**src/hdl/matmul_macros.svh**
```systemverilog
`ifndef MATMUL_MACROS_SVH
`define MATMUL_MACROS_SVH

////////////////////////////////////////////////////////////////////////////
// array and datapath sizes
////////////////////////////////////////////////////////////////////////////

`define MM_N 4
`define MM_ELEM_W 16

// wishbone word address and data widths
`define MM_WB_ADR_W 6
`define MM_WB_DAT_W 32

////////////////////////////////////////////////////////////////////////////
// register map, word addresses
////////////////////////////////////////////////////////////////////////////

`define MM_A_BASE 6'h00
`define MM_B_BASE 6'h10
`define MM_C_BASE 6'h20
`define MM_CTRL_ADDR 6'h30

// skew steps for all anti-diagonals plus the pipeline tail
`define MM_RUN_CYCLES (3 * `MM_N - 2 + 3)

`endif

```
**src/hdl/matmul_pkg.sv**
```systemverilog
`default_nettype none

`include "matmul_macros.svh"

package matmul_pkg;

  ////////////////////////////////////////////////////////////////////////////
  // element and aggregate types
  ////////////////////////////////////////////////////////////////////////////

  // one signed matrix element
  typedef logic signed [`MM_ELEM_W-1:0] elem_t;

  // one lane per row or column of the array
  typedef elem_t [`MM_N-1:0] vec_t;

  // indexed [row][col]
  typedef vec_t [`MM_N-1:0] mat_t;

  ////////////////////////////////////////////////////////////////////////////
  // counters and indices
  ////////////////////////////////////////////////////////////////////////////

  // row, column or vector number
  typedef logic [$clog2(`MM_N)-1:0] idx_t;

  // run step, wide enough for the whole busy window
  typedef logic [$clog2(`MM_RUN_CYCLES)-1:0] step_t;

endpackage

`default_nettype wire

```
**src/hdl/bank_wr_if.sv**
```systemverilog
`default_nettype none

// host write port of one operand bank
interface bank_wr_if;

  // one-cycle write strobe
  logic we;

  // which stored vector, k for both banks
  matmul_pkg::idx_t vec_idx;

  // lane within that vector, row of A or column of B
  matmul_pkg::idx_t lane;

  matmul_pkg::elem_t data;

  // control block side
  modport ctrl (
    output we,
    output vec_idx,
    output lane,
    output data
  );

  // operand bank side
  modport bank (
    input we,
    input vec_idx,
    input lane,
    input data
  );

endinterface

`default_nettype wire

```
**src/hdl/operand_bank.sv**
```systemverilog
`default_nettype none

`include "matmul_macros.svh"

module operand_bank (
  input  logic               clk,
  input  logic               reset,
  bank_wr_if.bank            wr,
  input  logic               run,
  input  matmul_pkg::step_t  step,
  output matmul_pkg::vec_t   lanes
);

  // storage, indexed [vector][lane]
  matmul_pkg::elem_t store [`MM_N][`MM_N];

  matmul_pkg::vec_t lanes_next;

  ////////////////////////////////////////////////////////////////////////////
  // host writes
  ////////////////////////////////////////////////////////////////////////////

  always_ff @(posedge clk) begin
    if (wr.we) begin
      store[wr.vec_idx][wr.lane] <= wr.data;
    end
  end

  ////////////////////////////////////////////////////////////////////////////
  // skewed stream
  ////////////////////////////////////////////////////////////////////////////

  // lane m runs m steps behind lane 0, zero outside its window
  always_comb begin
    logic [$bits(matmul_pkg::step_t):0] offs;
    offs = '0;
    for (int m = 0; m < `MM_N; m++) begin
      lanes_next[m] = '0;
      offs = {1'b0, step} - ($bits(offs))'(m);
      if (run && ({1'b0, step} >= ($bits(offs))'(m)) &&
          (offs < ($bits(offs))'(`MM_N))) begin
        lanes_next[m] = store[matmul_pkg::idx_t'(offs)][m];
      end
    end
  end

  // registered, so the array sees step t one cycle later
  always_ff @(posedge clk) begin
    if (reset) begin
      lanes <= '0;
    end else begin
      lanes <= lanes_next;
    end
  end

endmodule

`default_nettype wire

```
**src/flat_wrapper.sv**
```systemverilog
// flat-port wrapper written by rule: the top's interface ports become plain ports
module operand_bank_flat 
  (clk, reset, run, step, lanes, wr_we, wr_vec_idx, wr_lane, wr_data);
  bank_wr_if wr_i ();
  input  logic clk;
  input  logic reset;
  input  logic run;
  input  matmul_pkg::step_t step;
  output matmul_pkg::vec_t lanes;
  input wire logic [$bits(wr_i.we)-1:0] wr_we;
  input wire logic [$bits(wr_i.vec_idx)-1:0] wr_vec_idx;
  input wire logic [$bits(wr_i.lane)-1:0] wr_lane;
  input wire logic [$bits(wr_i.data)-1:0] wr_data;
  assign wr_i.we = wr_we;
  assign wr_i.vec_idx = wr_vec_idx;
  assign wr_i.lane = wr_lane;
  assign wr_i.data = wr_data;
  operand_bank u_core (.clk(clk), .reset(reset), .wr(wr_i), .run(run), .step(step), .lanes(lanes));
endmodule
```
**config.mk**
```make
export PLATFORM = sky130hd
export DESIGN_NAME = operand_bank_flat
export DESIGN_NICKNAME = d
export VERILOG_FILES = /design/src/hdl/matmul_pkg.sv /design/src/hdl/bank_wr_if.sv /design/src/hdl/operand_bank.sv /design/src/flat_wrapper.sv
export VERILOG_INCLUDE_DIRS = /design/src /design/src/hdl
export SDC_FILE = /design/constraint.sdc
export NUM_CORES = 1
export LEC_CHECK = 0
export BUFFER_PORTS_ARGS = -buffer_cell sky130_fd_sc_hd__buf_2
export CAP_MARGIN = 30
export CORE_ASPECT_RATIO = 0.8
export CORE_MARGIN = 3
export CORE_UTILIZATION = 55
export CTS_CLUSTER_DIAMETER = 80
export DETAILED_ROUTE_END_ITERATION = 10
export PLACE_DENSITY = 0.73
export SETUP_SLACK_MARGIN = 0.4
export SYNTH_ARGS = -nofsm -noshare
export SYNTH_HDL_FRONTEND = slang
export SYNTH_SLANG_ARGS = --single-unit
```
**constraint.sdc**
```tcl
create_clock -name clk -period 3.49 [get_ports clk]
set_clock_uncertainty 0.2 [all_clocks]
set_input_delay 0.1745 -clock clk [delete_from_list [all_inputs] [get_ports clk]]
set_output_delay 0.1745 -clock clk [all_outputs]
set_load 0.01 [all_outputs]
```
# After elaboration in Yosys (flattened, before gate mapping)
# Memory sizes are Yosys's and may differ from the RTL's. A register that Yosys moved wholly into a read port is not among the register bits.
# Index checks and enable logic that the tools add are counted.
[word_totals] reg_bits=0 elab_cells=34 mem_count=1 ram_bits=256
[memory_table] memory="u_core.store" depth=4 word_bits=64 rd=4 rd_clocked_by_memory_dff=4 wr=1 line_no="operand_bank.sv:15" rtl="matmul_pkg::elem_t store [`MM_N][`MM_N];"
[op_classes] addsub=3 magnitude_cmp=9 n_reduce_logical=12 bitwise=5 muxes=4
[op_table] cell="64-bit two-way mux" n=1
[op_table] cell="16-bit demux with 2-bit select" n=1
[op_table] cell="16-bit two-way mux" n=1
[op_table] cell="5-bit by 3-bit < comparator with 1-bit output (second input constant)" n=3
[op_table] cell="4-bit by 2-bit subtractor with 5-bit output (second input constant)" n=2
[op_table] cell="4-bit by 2-bit greater-or-equal comparator with 1-bit output (second input constant)" n=2
[op_table] cell="1-bit logical AND" n=8
[op_table] cell="2-bit OR reduction" n=4
[op_table] cell="4-bit by 1-bit subtractor with 5-bit output (second input constant)" n=1
[op_table] cell="4-bit by 1-bit greater-or-equal comparator with 1-bit output (second input constant)" n=1
[op_table] cell="4-bit by 3-bit < comparator with 1-bit output (second input constant)" n=1
[op_table] cell="1-bit NOT" n=4
[op_table] cell="3-bit greater-or-equal comparator (second input constant)" n=1
[op_table] cell="3-bit by 1-bit < comparator with 1-bit output (second input constant)" n=1
[op_table] cell="2-bit NOT with 3-bit output" n=1
[op_table] cell="1-bit two-way mux" n=1

# Depth between registers and ports, before layout
[logic_depth] ltp_word=6 depth_mapped=9 ltp_nobuf=6

# Worst setup path before layout
# OpenSTA, ideal clock, no wires.
[synth_path] path_kind="input port to flip-flop" start="input port wr_lane[0]" end="memory u_core.store[0][48] (netlist name) (enable)" n_path_buf=0 setup_time_ps=409 t_arrival_ps=1821 stages=2 path_slack_ps=1060 required_ps=2881 cell_sequence="or3b_2 nor3_1"
[synth_via] elab_chain_len=6 word_cells_on_any_way=7
[synth_rtl] item="from (decl)" line_no="flat_wrapper.sv:12" rtl="input wire logic [$bits(wr_i.lane)-1:0] wr_lane;"
[synth_rtl] item="2-bit NOT with 3-bit output (not written as such) (*)" line_no="operand_bank.sv:25" rtl="store[wr.vec_idx][wr.lane] <= wr.data;"
[synth_rtl] item="3-bit greater-or-equal comparator (not written as such) / 3-bit by 1-bit < comparator with 1-bit output (equally long branches)" line_no="operand_bank.sv:25"
[synth_rtl] item="1-bit logical AND (not written as such)" line_no="operand_bank.sv:25"
[synth_rtl] item="16-bit two-way mux (not written as such)" line_no="operand_bank.sv:25"
[synth_rtl] item="16-bit demux with 2-bit select (*)" line_no="operand_bank.sv:25"
[synth_rtl] item="64-bit two-way mux (not written as such) (*)" line_no="operand_bank.sv:25"
[synth_rtl] item="to (decl)" line_no="operand_bank.sv:15"
# Mark *: on every way between the ends. The rest lies on a longest branch, timed or not.

# Worst setup path after layout
[layout_path] start="input port step[1]" end="register u_core.lanes[48] (netlist name), read port of u_core.store"
[layout_via] elab_chain_len=5 word_cells_on_any_way=7
[layout_rtl] item="from (decl)" line_no="flat_wrapper.sv:8" rtl="input matmul_pkg::step_t step;"
[layout_rtl] item="4-bit by 2-bit subtractor with 5-bit output / 4-bit by 2-bit greater-or-equal comparator with 1-bit output (equally long branches)" line_no="operand_bank.sv:39, operand_bank.sv:40"
[layout_rtl] item="5-bit by 3-bit < comparator with 1-bit output / 1-bit logical AND (equally long branches)" line_no="operand_bank.sv:41, operand_bank.sv:40"
[layout_rtl] item="1-bit logical AND" line_no="operand_bank.sv:40" rtl="if (run && ({1'b0, step} >= ($bits(offs))'(m)) &&"
[layout_rtl] item="1-bit NOT (no source line)"
[layout_rtl] item="2-bit OR reduction (no source line)"
[layout_rtl] item="to (decl)" line_no="operand_bank.sv:11" rtl="output matmul_pkg::vec_t lanes"
# Several ways; a longest one is shown, not always the timed one.

==> qor.yml <==
status:
  outcome: "complete, no violations"
clock_tree:
  cts.sinks: 320
  clock_tree.htree_level_count: 1
  path_clk_slew_ns: 0.07
  cts_resized: 0
  holdBufCountCts: 16
  insertion_delay_ns: 0.54
  cts_made_buffers: 30
  postCtsSetupBuffers: 0
  cts_buffer_depth: 3
  clock_tree.root_cell: "clkbuf_16"
  cts_tree: "done"
logic_synthesis:
  synth_top_family_by_area: "multiplexers"
  yosysTopAreaCell: "edfxtp_1"
  ys_top_cells_by_count: "edfxtp_1 (256), dfxtp_1 (64), mux4_2 (64), nor2b_1 (43), nor2_1 (12)"
  muxShareOfSynthArea_pct: 12.7
  synth_simple_gate_area_share_pct: 5.73
  ys_seq_area_share_pct: 79.0
  synth_area_leaders: "edfxtp_1 (68%), mux4_2 (13%), dfxtp_1 (11%), nor2b_1 (2.4%), nor3b_2 (1.1%)"
  syn_nets: 555
  synth_warnings: 0
  synth_xor_area_share_pct: 0.154
  ys_ff_latch: 320
  synth_flop_cell: "edfxtp_1"
  synth_edf_count: 256
  async_flop_share_pct: 0
  yosys.cell_count.top_type: "edfxtp_1"
  yosys.cell_types.count: 29
  synth_fa_ha_area_share_pct: 0.771
  synth_area_um2: 11400
  synth_top_area_share_pct: 67.7
  synth_compound_area_share_pct: 0.419
  syn_avg_cell_area_um2: 21.8
  syn_inst: 520
drt:
  drt_wl_total_um: 21100
  route.detailed.drc: 0
  ant_nets: 0
  wire_per_inst_um: 22.2
  vias: 5231
  dr.pass1.iters: 4
  drt-vias-per-instance: 5.51
  drtIter0Drc: 422
global_routing:
  grt_max_degree: 56
  grt_pass1_wl_um: 32800
  grt_use_total_pct: 19.3
  grt-ovfl-total: 0
  antenna_found_initial: 2
  grt_pass1_vias: 5586
sta:
  drv_slew: 0
  fin_ws_ns: 1.70
  slew_headroom_pct: 54.7
  period_minus_slack_ns: 1.79
  final_hold_viol_count: 0
  fin_setup_tns_ns: 0
  rsz0062_at_grt: "no"
  worst_pin_slew_ns: 0.676
  finalSetupViolations: 0
  clock.fmax_mhz: 558
  finalCritPeriodShare_pct: 51.4
floorplanning:
  boundaryPins: 92
  row_count: 46
  die_y_um: 135
  die_x_um: 167
  die-area_um2: 22400
  core_um2: 20000
  initial_core_util_pct: 56.7
job:
  cap_violations: 0
place:
  port_buffers: 91
  place_hpwl_um: 12000
  dp_slack_ns: 1.12
  gp_congestion: 0.759
hold_path:
  hold_class: "input port to register"
worst_setup_path:
  start_kind: "input port"
  crit_fanout: 34
  critPathKind: "input port to register"
  path_cells: "buf_2, buf_4, ha_1, or3b_1, a2111o_1, nor2b_1"
  slowest_delay_ns: 0.64
  endpoint_kind: "register"
  worstPathArrival_ns: 2.05
  slowest_stage: "a2111o_1"
  crit_required_ns: 3.75
cells_and_area:
  drive_gt1_share_pct: 34.7
  fillers: 1352
  nNetsFinal: 694
  area_growth_pct: 17.9
  final_util_pct: 66.9
  regArea_um2: 8970
  multi_input_area_um2: 2270
power_and_ir_drop:
  power.total_uw: 7820
  ir_worst_vdd_uv: 525
  p_per_area_nw_per_um2: 584
  leakage_uw: 0.00466
[worst max-delay path, delay by kind of cell]
family          cells  cell delay, ns
compound gates      1            0.64
fa+ha+maj           1            0.27
buf+inv             2            0.39
simple gates        2            0.55
[sequential cells by signal, summed over array words and instances (netlist names)]
register	flops
u_core.store	256
u_core.lanes	64
[cell type report]
class / count / share of cell area (%)
diodes: 2 / 0.0374
clock buffers: 37 / 6.03
clock inverters: 19 / 1.49
inverters: 4 / 0.112
multi-input cells: 175 / 17.0
flip-flops and latches: 320 / 67.0
well taps: 264 / 2.47
repair buffers: 128 / 5.94
[layer usage]
metal | GRT usage [%] | vias up | share of wire [%]
met2 | 31.9 | 168 | 50
met4 | 3.89 | 2 | 1.3
met1 | 27.2 | 2691 | 40
met5 | 0 | - | 0.062
li1 | - | 2344 | -
met3 | 4.36 | 26 | 8.5
[cells in the final DEF (no fill, tap or decap), types with 10 or more instances in the layout]
master / count
buf_2: 90
buf_4: 20
clkbuf_16: 31
dfxtp_1: 64
dlygate4sd3_1: 16
edfxtp_1: 256
mux4_2: 64
nor2_1: 12
nor2b_1: 43
nor3b_2: 10
[final timing paths]
kind	endpoint	slack (ns)	start	depth (start not counted)
worst max-delay path	u_core.lanes[48]	1.70	step[1]	6
worst min-delay path	u_core.store[0][48]	0.07	wr_vec_idx[1]	3
worst max register to register	u_core.lanes[38]	2.10	u_core.store[1][22]	2
worst min register to register	u_core.lanes[63]	0.46	u_core.store[3][15]	2
[logic make-up (layout without fill, tap and decap cells)]
| family | count (synthesis) | in the layout |
|---|---|---|
| adders and majority gates | 7 | 7 |
| buffers and inverters | 25 | 188 |
| AOI/OAI and AO/OA | 5 | 5 |
| other | 0 | 2 |
| xor gates and xnor gates | 2 | 2 |
| muxes | 64 | 64 |
| DFF | 320 | 320 |
| and+or+nand+nor | 97 | 97 |
[per-stage QoR]
stage                     cell area [um^2]  std cells  hold WS, ns
after floorplan                      11400        520       0.0734
after global placement               12200        874        0.370
after detailed placement             12200        875        0.367
after CTS                            13400        947       0.0442
after global routing                 13400        948       0.0697
final                                13400        949       0.0706
[where the power goes]
part	leakage (uW)	total [uW]	internal (uW)	switching [uW]
Combinational	0.00134	368	168	201
Sequential	0.00283	4210	4190	18.0
Clock	0.000491	3240	1940	1310
Note: power is estimated with default switching activity, not from simulation.
