`src/hdl/matmul_macros.svh`:
```
`ifndef MATMUL_MACROS_SVH
`define MATMUL_MACROS_SVH

////////////////////////////////////////////////////////////////////////////
// array and datapath sizes
////////////////////////////////////////////////////////////////////////////

`define MM_N 4
`define MM_ELEM_W 16

// wishbone word address and data widths
`define MM_WB_ADR_W 6
`define MM_WB_DAT_W 32

////////////////////////////////////////////////////////////////////////////
// register map, word addresses
////////////////////////////////////////////////////////////////////////////

`define MM_A_BASE 6'h00
`define MM_B_BASE 6'h10
`define MM_C_BASE 6'h20
`define MM_CTRL_ADDR 6'h30

// skew steps for all anti-diagonals plus the pipeline tail
`define MM_RUN_CYCLES (3 * `MM_N - 2 + 3)

`endif

```
`src/hdl/matmul_pkg.sv`:
```
`default_nettype none

`include "matmul_macros.svh"

package matmul_pkg;

  ////////////////////////////////////////////////////////////////////////////
  // element and aggregate types
  ////////////////////////////////////////////////////////////////////////////

  // one signed matrix element
  typedef logic signed [`MM_ELEM_W-1:0] elem_t;

  // one lane per row or column of the array
  typedef elem_t [`MM_N-1:0] vec_t;

  // indexed [row][col]
  typedef vec_t [`MM_N-1:0] mat_t;

  ////////////////////////////////////////////////////////////////////////////
  // counters and indices
  ////////////////////////////////////////////////////////////////////////////

  // row, column or vector number
  typedef logic [$clog2(`MM_N)-1:0] idx_t;

  // run step, wide enough for the whole busy window
  typedef logic [$clog2(`MM_RUN_CYCLES)-1:0] step_t;

endpackage

`default_nettype wire

```
`src/hdl/bank_wr_if.sv`:
```
`default_nettype none

// host write port of one operand bank
interface bank_wr_if;

  // one-cycle write strobe
  logic we;

  // which stored vector, k for both banks
  matmul_pkg::idx_t vec_idx;

  // lane within that vector, row of A or column of B
  matmul_pkg::idx_t lane;

  matmul_pkg::elem_t data;

  // control block side
  modport ctrl (
    output we,
    output vec_idx,
    output lane,
    output data
  );

  // operand bank side
  modport bank (
    input we,
    input vec_idx,
    input lane,
    input data
  );

endinterface

`default_nettype wire

```
`src/hdl/matmul_wb_ctrl.sv`:
```
`default_nettype none

`include "matmul_macros.svh"

module matmul_wb_ctrl (
  input  logic                    clk,
  input  logic                    reset,
  input  logic                    wb_cyc,
  input  logic                    wb_stb,
  input  logic                    wb_we,
  input  logic [`MM_WB_ADR_W-1:0] wb_adr,
  input  logic [`MM_WB_DAT_W-1:0] wb_dat_w,
  output logic [`MM_WB_DAT_W-1:0] wb_dat_r,
  output logic                    wb_ack,
  bank_wr_if.ctrl                 a_wr,
  bank_wr_if.ctrl                 b_wr,
  output logic                    run,
  output matmul_pkg::step_t       step,
  output logic                    clear,
  input  matmul_pkg::mat_t        result
);

  // index bits per row or column field
  localparam int IW = $clog2(`MM_N);

  localparam matmul_pkg::step_t STEP_LAST = matmul_pkg::step_t'(`MM_RUN_CYCLES - 1);

  logic req;
  logic wr_req;
  logic hit_a;
  logic hit_b;
  logic hit_c;
  logic hit_ctrl;
  logic start;
  logic done;

  matmul_pkg::idx_t hi_idx;
  matmul_pkg::idx_t lo_idx;

  ////////////////////////////////////////////////////////////////////////////
  // address decode
  ////////////////////////////////////////////////////////////////////////////

  // new request only, the ack cycle itself is not taken again
  assign req    = wb_cyc & wb_stb & ~wb_ack;
  assign wr_req = req & wb_we;

  // regions are MM_N*MM_N words apart
  assign hit_a    = wb_adr[`MM_WB_ADR_W-1:2*IW] == (`MM_A_BASE >> (2 * IW));
  assign hit_b    = wb_adr[`MM_WB_ADR_W-1:2*IW] == (`MM_B_BASE >> (2 * IW));
  assign hit_c    = wb_adr[`MM_WB_ADR_W-1:2*IW] == (`MM_C_BASE >> (2 * IW));
  assign hit_ctrl = wb_adr == `MM_CTRL_ADDR;

  // element index is hi*N+lo
  assign hi_idx = wb_adr[2*IW-1:IW];
  assign lo_idx = wb_adr[IW-1:0];

  ////////////////////////////////////////////////////////////////////////////
  // bank writes, dropped while busy
  ////////////////////////////////////////////////////////////////////////////

  // A is stored by column k, lane is the row
  assign a_wr.we      = wr_req & hit_a & ~run;
  assign a_wr.vec_idx = lo_idx;
  assign a_wr.lane    = hi_idx;
  assign a_wr.data    = wb_dat_w[`MM_ELEM_W-1:0];

  // B is stored by row k, lane is the column
  assign b_wr.we      = wr_req & hit_b & ~run;
  assign b_wr.vec_idx = hi_idx;
  assign b_wr.lane    = lo_idx;
  assign b_wr.data    = wb_dat_w[`MM_ELEM_W-1:0];

  assign start = wr_req & hit_ctrl & wb_dat_w[0] & ~run;

  ////////////////////////////////////////////////////////////////////////////
  // ack and run sequencing
  ////////////////////////////////////////////////////////////////////////////

  always_ff @(posedge clk) begin
    if (reset) begin
      wb_ack <= 1'b0;
    end else begin
      wb_ack <= req;
    end
  end

  always_ff @(posedge clk) begin
    if (reset) begin
      run   <= 1'b0;
      step  <= '0;
      clear <= 1'b0;
      done  <= 1'b0;
    end else begin
      // accumulators wiped during step 0
      clear <= start;
      if (start) begin
        run  <= 1'b1;
        step <= '0;
        done <= 1'b0;
      end else if (run) begin
        if (step == STEP_LAST) begin
          run  <= 1'b0;
          done <= 1'b1;
        end else begin
          step <= step + 1'b1;
        end
      end
    end
  end

  ////////////////////////////////////////////////////////////////////////////
  // read-back
  ////////////////////////////////////////////////////////////////////////////

  // valid in the ack cycle, zero for A, B and unmapped words
  always_ff @(posedge clk) begin
    wb_dat_r <= '0;
    if (req && !wb_we) begin
      if (hit_c) begin
        wb_dat_r[`MM_ELEM_W-1:0] <= result[hi_idx][lo_idx];
      end else if (hit_ctrl) begin
        wb_dat_r[1:0] <= {done, run};
      end
    end
  end

endmodule

`default_nettype wire

```
`src/flat_wrapper.sv`:
```
// flat-port wrapper written by rule: the top's interface ports become plain ports
module matmul_wb_ctrl_flat 
  (clk, reset, wb_cyc, wb_stb, wb_we, wb_adr, wb_dat_w, wb_dat_r, wb_ack, run, step, clear, result, a_wr_we, a_wr_vec_idx, a_wr_lane, a_wr_data, b_wr_we, b_wr_vec_idx, b_wr_lane, b_wr_data);
  bank_wr_if a_wr_i ();
  bank_wr_if b_wr_i ();
  input  logic clk;
  input  logic reset;
  input  logic wb_cyc;
  input  logic wb_stb;
  input  logic wb_we;
  input  logic [`MM_WB_ADR_W-1:0] wb_adr;
  input  logic [`MM_WB_DAT_W-1:0] wb_dat_w;
  output logic [`MM_WB_DAT_W-1:0] wb_dat_r;
  output logic wb_ack;
  output logic run;
  output matmul_pkg::step_t step;
  output logic clear;
  input  matmul_pkg::mat_t result;
  output wire logic [$bits(a_wr_i.we)-1:0] a_wr_we;
  output wire logic [$bits(a_wr_i.vec_idx)-1:0] a_wr_vec_idx;
  output wire logic [$bits(a_wr_i.lane)-1:0] a_wr_lane;
  output wire logic [$bits(a_wr_i.data)-1:0] a_wr_data;
  output wire logic [$bits(b_wr_i.we)-1:0] b_wr_we;
  output wire logic [$bits(b_wr_i.vec_idx)-1:0] b_wr_vec_idx;
  output wire logic [$bits(b_wr_i.lane)-1:0] b_wr_lane;
  output wire logic [$bits(b_wr_i.data)-1:0] b_wr_data;
  assign a_wr_we = a_wr_i.we;
  assign a_wr_vec_idx = a_wr_i.vec_idx;
  assign a_wr_lane = a_wr_i.lane;
  assign a_wr_data = a_wr_i.data;
  assign b_wr_we = b_wr_i.we;
  assign b_wr_vec_idx = b_wr_i.vec_idx;
  assign b_wr_lane = b_wr_i.lane;
  assign b_wr_data = b_wr_i.data;
  matmul_wb_ctrl u_core (.clk(clk), .reset(reset), .wb_cyc(wb_cyc), .wb_stb(wb_stb), .wb_we(wb_we), .wb_adr(wb_adr), .wb_dat_w(wb_dat_w), .wb_dat_r(wb_dat_r), .wb_ack(wb_ack), .a_wr(a_wr_i), .b_wr(b_wr_i), .run(run), .step(step), .clear(clear), .result(result));
endmodule
```
`config.mk`:
```
export PLATFORM = sky130hd
export DESIGN_NAME = matmul_wb_ctrl_flat
export DESIGN_NICKNAME = d
export VERILOG_FILES = /design/src/hdl/matmul_pkg.sv /design/src/hdl/bank_wr_if.sv /design/src/hdl/matmul_wb_ctrl.sv /design/src/flat_wrapper.sv
export VERILOG_INCLUDE_DIRS = /design/src /design/src/hdl
export SDC_FILE = /design/constraint.sdc
export NUM_CORES = 1
export LEC_CHECK = 0
export ABC_AREA = 0
export ABC_CLOCK_PERIOD_IN_PS = 1900
export BUFFER_PORTS_ARGS = -buffer_cell sky130_fd_sc_hd__buf_2
export CAP_MARGIN = 20
export CORE_AREA = 2 2 147 149
export DETAILED_ROUTE_END_ITERATION = 8
export DIE_AREA = 0 0 149 151
export GPL_TIMING_DRIVEN = 0
export HOLD_SLACK_MARGIN = 0.1
export PLACE_DENSITY_LB_ADDON = 0.05
export SYNTH_ARGS = -nofsm -noshare
export SYNTH_HDL_FRONTEND = slang
export SYNTH_SLANG_ARGS = --single-unit
```
`constraint.sdc`:
```
create_clock -name clk -period 1.9 [get_ports clk]
set_input_delay 0.19 -clock clk [delete_from_list [all_inputs] [get_ports clk]]
set_output_delay 0.19 -clock clk [all_outputs]
set_load 0.05 [all_outputs]
```
==> Word level (Yosys, flattened, before mapping) <==
Cells that the tools add are included.
Widths: inputs -> output; s select.
{ "word_totals": {"ff_bits": 24, "latch_bits": 0, "ramBits": 0, "mem_bits_ro": 0, "in_bits": 299, "out_inout_bits": 81, "elab_cells": 43, "n_memories": 0} }
{ "classes": {"add_sub_neg": 1, "n_mul": 0, "div_mod_pow": 0, "n_lt_le_gt_ge": 2, "eq_ne": 4, "shift": 0, "mux": 9, "bitwise": 13, "n_reduce_logical": 7} }
{ "ops": {"columns": ["operator", "n"], "rows": [
  ["$bmux 64 s2", 1],
  ["$mux 64", 1],
  ["$bmux 16 s2", 1],
  ["$mux 16", 1],
  ["$and 1x1->1", 10],
  ["$eq 6x6->1 const B", 1],
  ["$lt 2x3->1 const B", 2],
  ["$reduce_and 2->1", 3],
  ["$add 4x1->4 const B", 1],
  ["$eq 4x4->1 const B", 1],
  ["$mux 2", 2],
  ["$mux 1", 3],
  ["$not 1->1", 3],
  ["$eq 2x1->1 const B", 1],
  ["$eq 2x2->1 const B", 1],
  ["$logic_not 2->1", 1],
  ["$reduce_or 2->1", 1],
  ["$logic_and 1x1->1", 1],
  ["$logic_not 1->1", 1]
]} }

==> Depth between registers and ports, before layout <==
{ "depth": {"ltp_word": 7, "depth_mapped": 6, "mapped_depth_nobuf": 6} }

==> Worst setup path before layout <==
Ideal clock, no wire load.
{ "synth_path": {"path_type": "reg-to-output", "start": "register u_core.wb_ack", "end": "output port a_wr_we", "arrival_time_ns": 2.243, "required_ns": 1.710, "setup_slack_ns": -0.533, "stages_incl_launch_ff": 3, "path_buffers": 0, "path_cell_list": "dfxtp_1 > nand3b_1 > nor4_1"} }
{ "synth_via": {"elab_chain_cells": 5} }
{ "synth_rtl": {"columns": ["element", "line_no", "rtl"], "rows": [
  ["start: declaration", "matmul_wb_ctrl.sv:14", "output logic wb_ack,"],
  ["start signal: assignment", "matmul_wb_ctrl.sv:84", "wb_ack <= req;"],
  ["$not 1->1", "matmul_wb_ctrl.sv:45", "assign req = wb_cyc & wb_stb & ~wb_ack;"],
  ["$and 1x1->1", "matmul_wb_ctrl.sv:45", null],
  ["$and 1x1->1", "matmul_wb_ctrl.sv:46", "assign wr_req = req & wb_we;"],
  ["$and 1x1->1 (2 in series)", "matmul_wb_ctrl.sv:63", "assign a_wr.we = wr_req & hit_a & ~run;"],
  ["end: declaration", "flat_wrapper.sv:19", "output wire logic [$bits(a_wr_i.we)-1:0] a_wr_we;"]
]} }
No other way between the ends.

==> Final worst setup path <==
{ "layout_path": {"start": "register u_core.wb_ack", "end": "register u_core.wb_dat_r[14]"} }
{ "layout_via": {"elab_chain_cells": 4} }
{ "layout_rtl": {"columns": ["element", "line_no", "rtl"], "rows": [
  ["$not 1->1", "matmul_wb_ctrl.sv:45", null],
  ["$and 1x1->1", "matmul_wb_ctrl.sv:45", null],
  ["$logic_and 1x1->1", "matmul_wb_ctrl.sv:119", "if (req && !wb_we) begin"],
  ["$reduce_and 2->1 (no source line)", null, null],
  ["end signal: indexed assignment", "matmul_wb_ctrl.sv:121", "wb_dat_r[`MM_ELEM_W-1:0] <= result[hi_idx][lo_idx];"],
  ["end: declaration", "matmul_wb_ctrl.sv:13", "output logic [`MM_WB_DAT_W-1:0] wb_dat_r,"]
]} }
No other way between the ends.
A chain may end at the register's enable or synchronous reset.

==> out/metrics.yaml <==
num_antenna_cells: 0
finalMaxSlewViolations: 0
cts.sink_count: 24
fin_nets: 918
clock_path_buffers: 2
layout_setup_ws_ns: 0.197
pre_cts_slack_ns: -0.329
place.gp.congestion: 0.805
crit_top_cell: "clkbuf_1"
tightest_slew_ns: 0.712
synth_xor_area_frac: 0.00812
cap_violations: 0
outcome: "finished, final reports clean"
criticalPathCategory: "flip-flop to flip-flop"
ant_nets: 0
final_common_cell: "buf_2"
postCtsHoldBufs: 0
routed_wl_mm: 15.7
tritoncts: "built"
worstPathMaxFanout: 10
io_pins: 380
synth_cell_type_count: 36
yosys.area_share.simple: 0.0723
vias: 3611
start_util: 0.155
syn_inst: 268
wl_per_cell_um: 17.7
port_buffers: 330
drtIter0Drc: 76
grt_pass1_wl_mm: 22.2
grt_pass1_vias: 4005
final_cells: 891
core_area_um2: 20800
numCtsBuffers: 3
cts_root_buffer: "clkbuf_16"
setup_viol: 0
ys_ff_latch: 24
drtPass1Iterations: 4
place_hpwl_mm: 14.3
synthAdderAreaFrac: 0.00773
finalPower_mw: 2.29
slowest_stage: "or3_1"
crit_arrival_ns: 1.87
finClkSkew_ns: 0.00295
row_count: 53
die_x_um: 149
mostFrequentLayoutCells: "335 x buf_2, 61 x mux4_2, 60 x buf_4"
min_period_ns: 1.70
synth_area_um2: 3240
start_kind: "flip-flop"
grt_max_degree: 15
p_per_area_nw_per_um2: 422
yosysSeqAreaShare: 0.148
crit_family: "simple AND/OR/NAND/NOR gates"
clkSlewWorstSetupHoldPaths_ns: 0.07
antenna_found_initial: 1
muxShareOfSynthArea: 0.510
synth_compound_area_frac: 0.0761
vias_per_cell: 4.05
die-area_um2: 22500
synth_ff_type: "dfxtp_1"
h-tree-depth: 1
power_leakage_nw: 2.67
synth_edf_count: 0
area_growth_pct: 67.8
insertion_delay_ns: 0.26
synth_warnings: 0
hold_viol: 0
dp_cells: 888
grt_usage: 0.132
die_h_um: 151
slowest_delay_ns: 0.35
worst_setup_path_end_kind: "flip-flop"
rsz0062_at_grt: "false"
vdd_drop_max_uv: 349
tns_ns: 0
drcViolationCount: 0
fin_crit_sh: 0.896
critical_path_buf_inv_count: 2
drive_gt1_frac: 0.773
overflow: 0
crit_required_ns: 2.07
max_freq_ghz: 0.587
slew_headroom: 0.525
synth_top_family_by_area: "multiplexers"
hold_class: "input port to flip-flop"
syn_avg_cell_area_um2: 12.1
path_cells: "nand4b_1 -> or3_1 -> clkbuf_1 -> clkbuf_1 -> a211oi_1"
ys_async_sr_fraction: 0
## sequential cells by signal, summed over array words and instances, names as in the netlist
name / flops
u_core.run: 1
u_core.clear: 1
u_core.wb_ack: 1
u_core.done: 1
u_core.wb_dat_r: 16
u_core.step: 4
## per-stage QoR
stage | hold WS [ns] | instance area, um^2 | util
global placement | 0.425 | 5290 | 0.254
floorplan | 0.259 | 3290 | -
detailed placement | 0.432 | 5290 | 0.254
global route | 0.152 | 5430 | 0.261
CTS | 0.153 | 5420 | 0.260
finish | 0.151 | 5430 | 0.261
## layer usage
| layer | track usage | up-vias | share of wire |
|---|---|---|---|
| met5 | 0 | - | 0.0010 |
| met4 | 0.0124 | 2 | 0.0050 |
| met3 | 0.0343 | 6 | 0.081 |
| met2 | 0.268 | 178 | 0.57 |
| met1 | 0.140 | 1710 | 0.34 |
| li1 | - | 1715 | - |
## path summary, 6_finish.rpt
| check | depth (start not counted) | end | slack [ns] | start |
|---|---|---|---|---|
| setup / recovery | 5 | u_core.wb_dat_r[14] | 0.20 | u_core.wb_ack |
| hold / removal | 2 | u_core.wb_ack | 0.15 | reset |
| setup reg to reg | 5 | u_core.wb_dat_r[14] | 0.20 | u_core.wb_ack |
| hold reg to reg | 2 | u_core.wb_dat_r[1] | 0.49 | u_core.done |
## report_power, final
| part | leakage, nW | total [mW] | internal, mW | switching (mW) |
|---|---|---|---|---|
| Sequential | 0.194 | 0.509 | 0.508 | 0.00151 |
| Combinational | 2.43 | 1.17 | 0.588 | 0.583 |
| Clock | 0.0511 | 0.611 | 0.419 | 0.192 |
## logic make-up after synthesis
logic type / Yosys count
AO/OA/AOI/OAI: 33
XOR/XNOR: 3
adder cells (fa/ha/maj): 2
buffers and inverters: 84
flip-flops: 24
multiplexers: 82
other: 1
AND/OR/NAND/NOR: 39
## layout make-up
cell class	instances	area [um^2]
fillers	2311	15400
inverters	3	11.3
multi-input cells	175	2280
clock inverters	1	30.0
well taps	275	344
plain buffers	80	559
repair buffers	330	1650
clock buffers	3	75.1
flip-flops and latches	24	480
## synthesized netlist by cell type (2+ instances only)
cell / count / area (um^2)
a211oi_1: 26 / 195
a21oi_1: 2 / 10.0
a32oi_1: 2 / 17.5
buf_2: 8 / 40.0
buf_4: 60 / 450
clkbuf_1: 10 / 37.5
dfxtp_1: 24 / 480
ha_1: 2 / 25.0
inv_1: 3 / 11.3
mux2_2: 2 / 22.5
mux2i_1: 15 / 150
mux4_1: 4 / 105
mux4_2: 61 / 1370
nand2_1: 2 / 7.51
nand3_1: 4 / 20.0
nand3b_1: 2 / 15.0
nor2_1: 6 / 22.5
nor2b_1: 13 / 81.3
nor4_1: 3 / 18.8
o31ai_1: 2 / 15.0
xor2_1: 2 / 17.5
## what timing repair did
item,in CTS,in global routing
gates cloned,0,0
pin swaps,0,0
buffers inserted,0,0
gates resized for setup,6,4
setup endpoints to repair,6,9
Power figures use the tool's default switching activity.
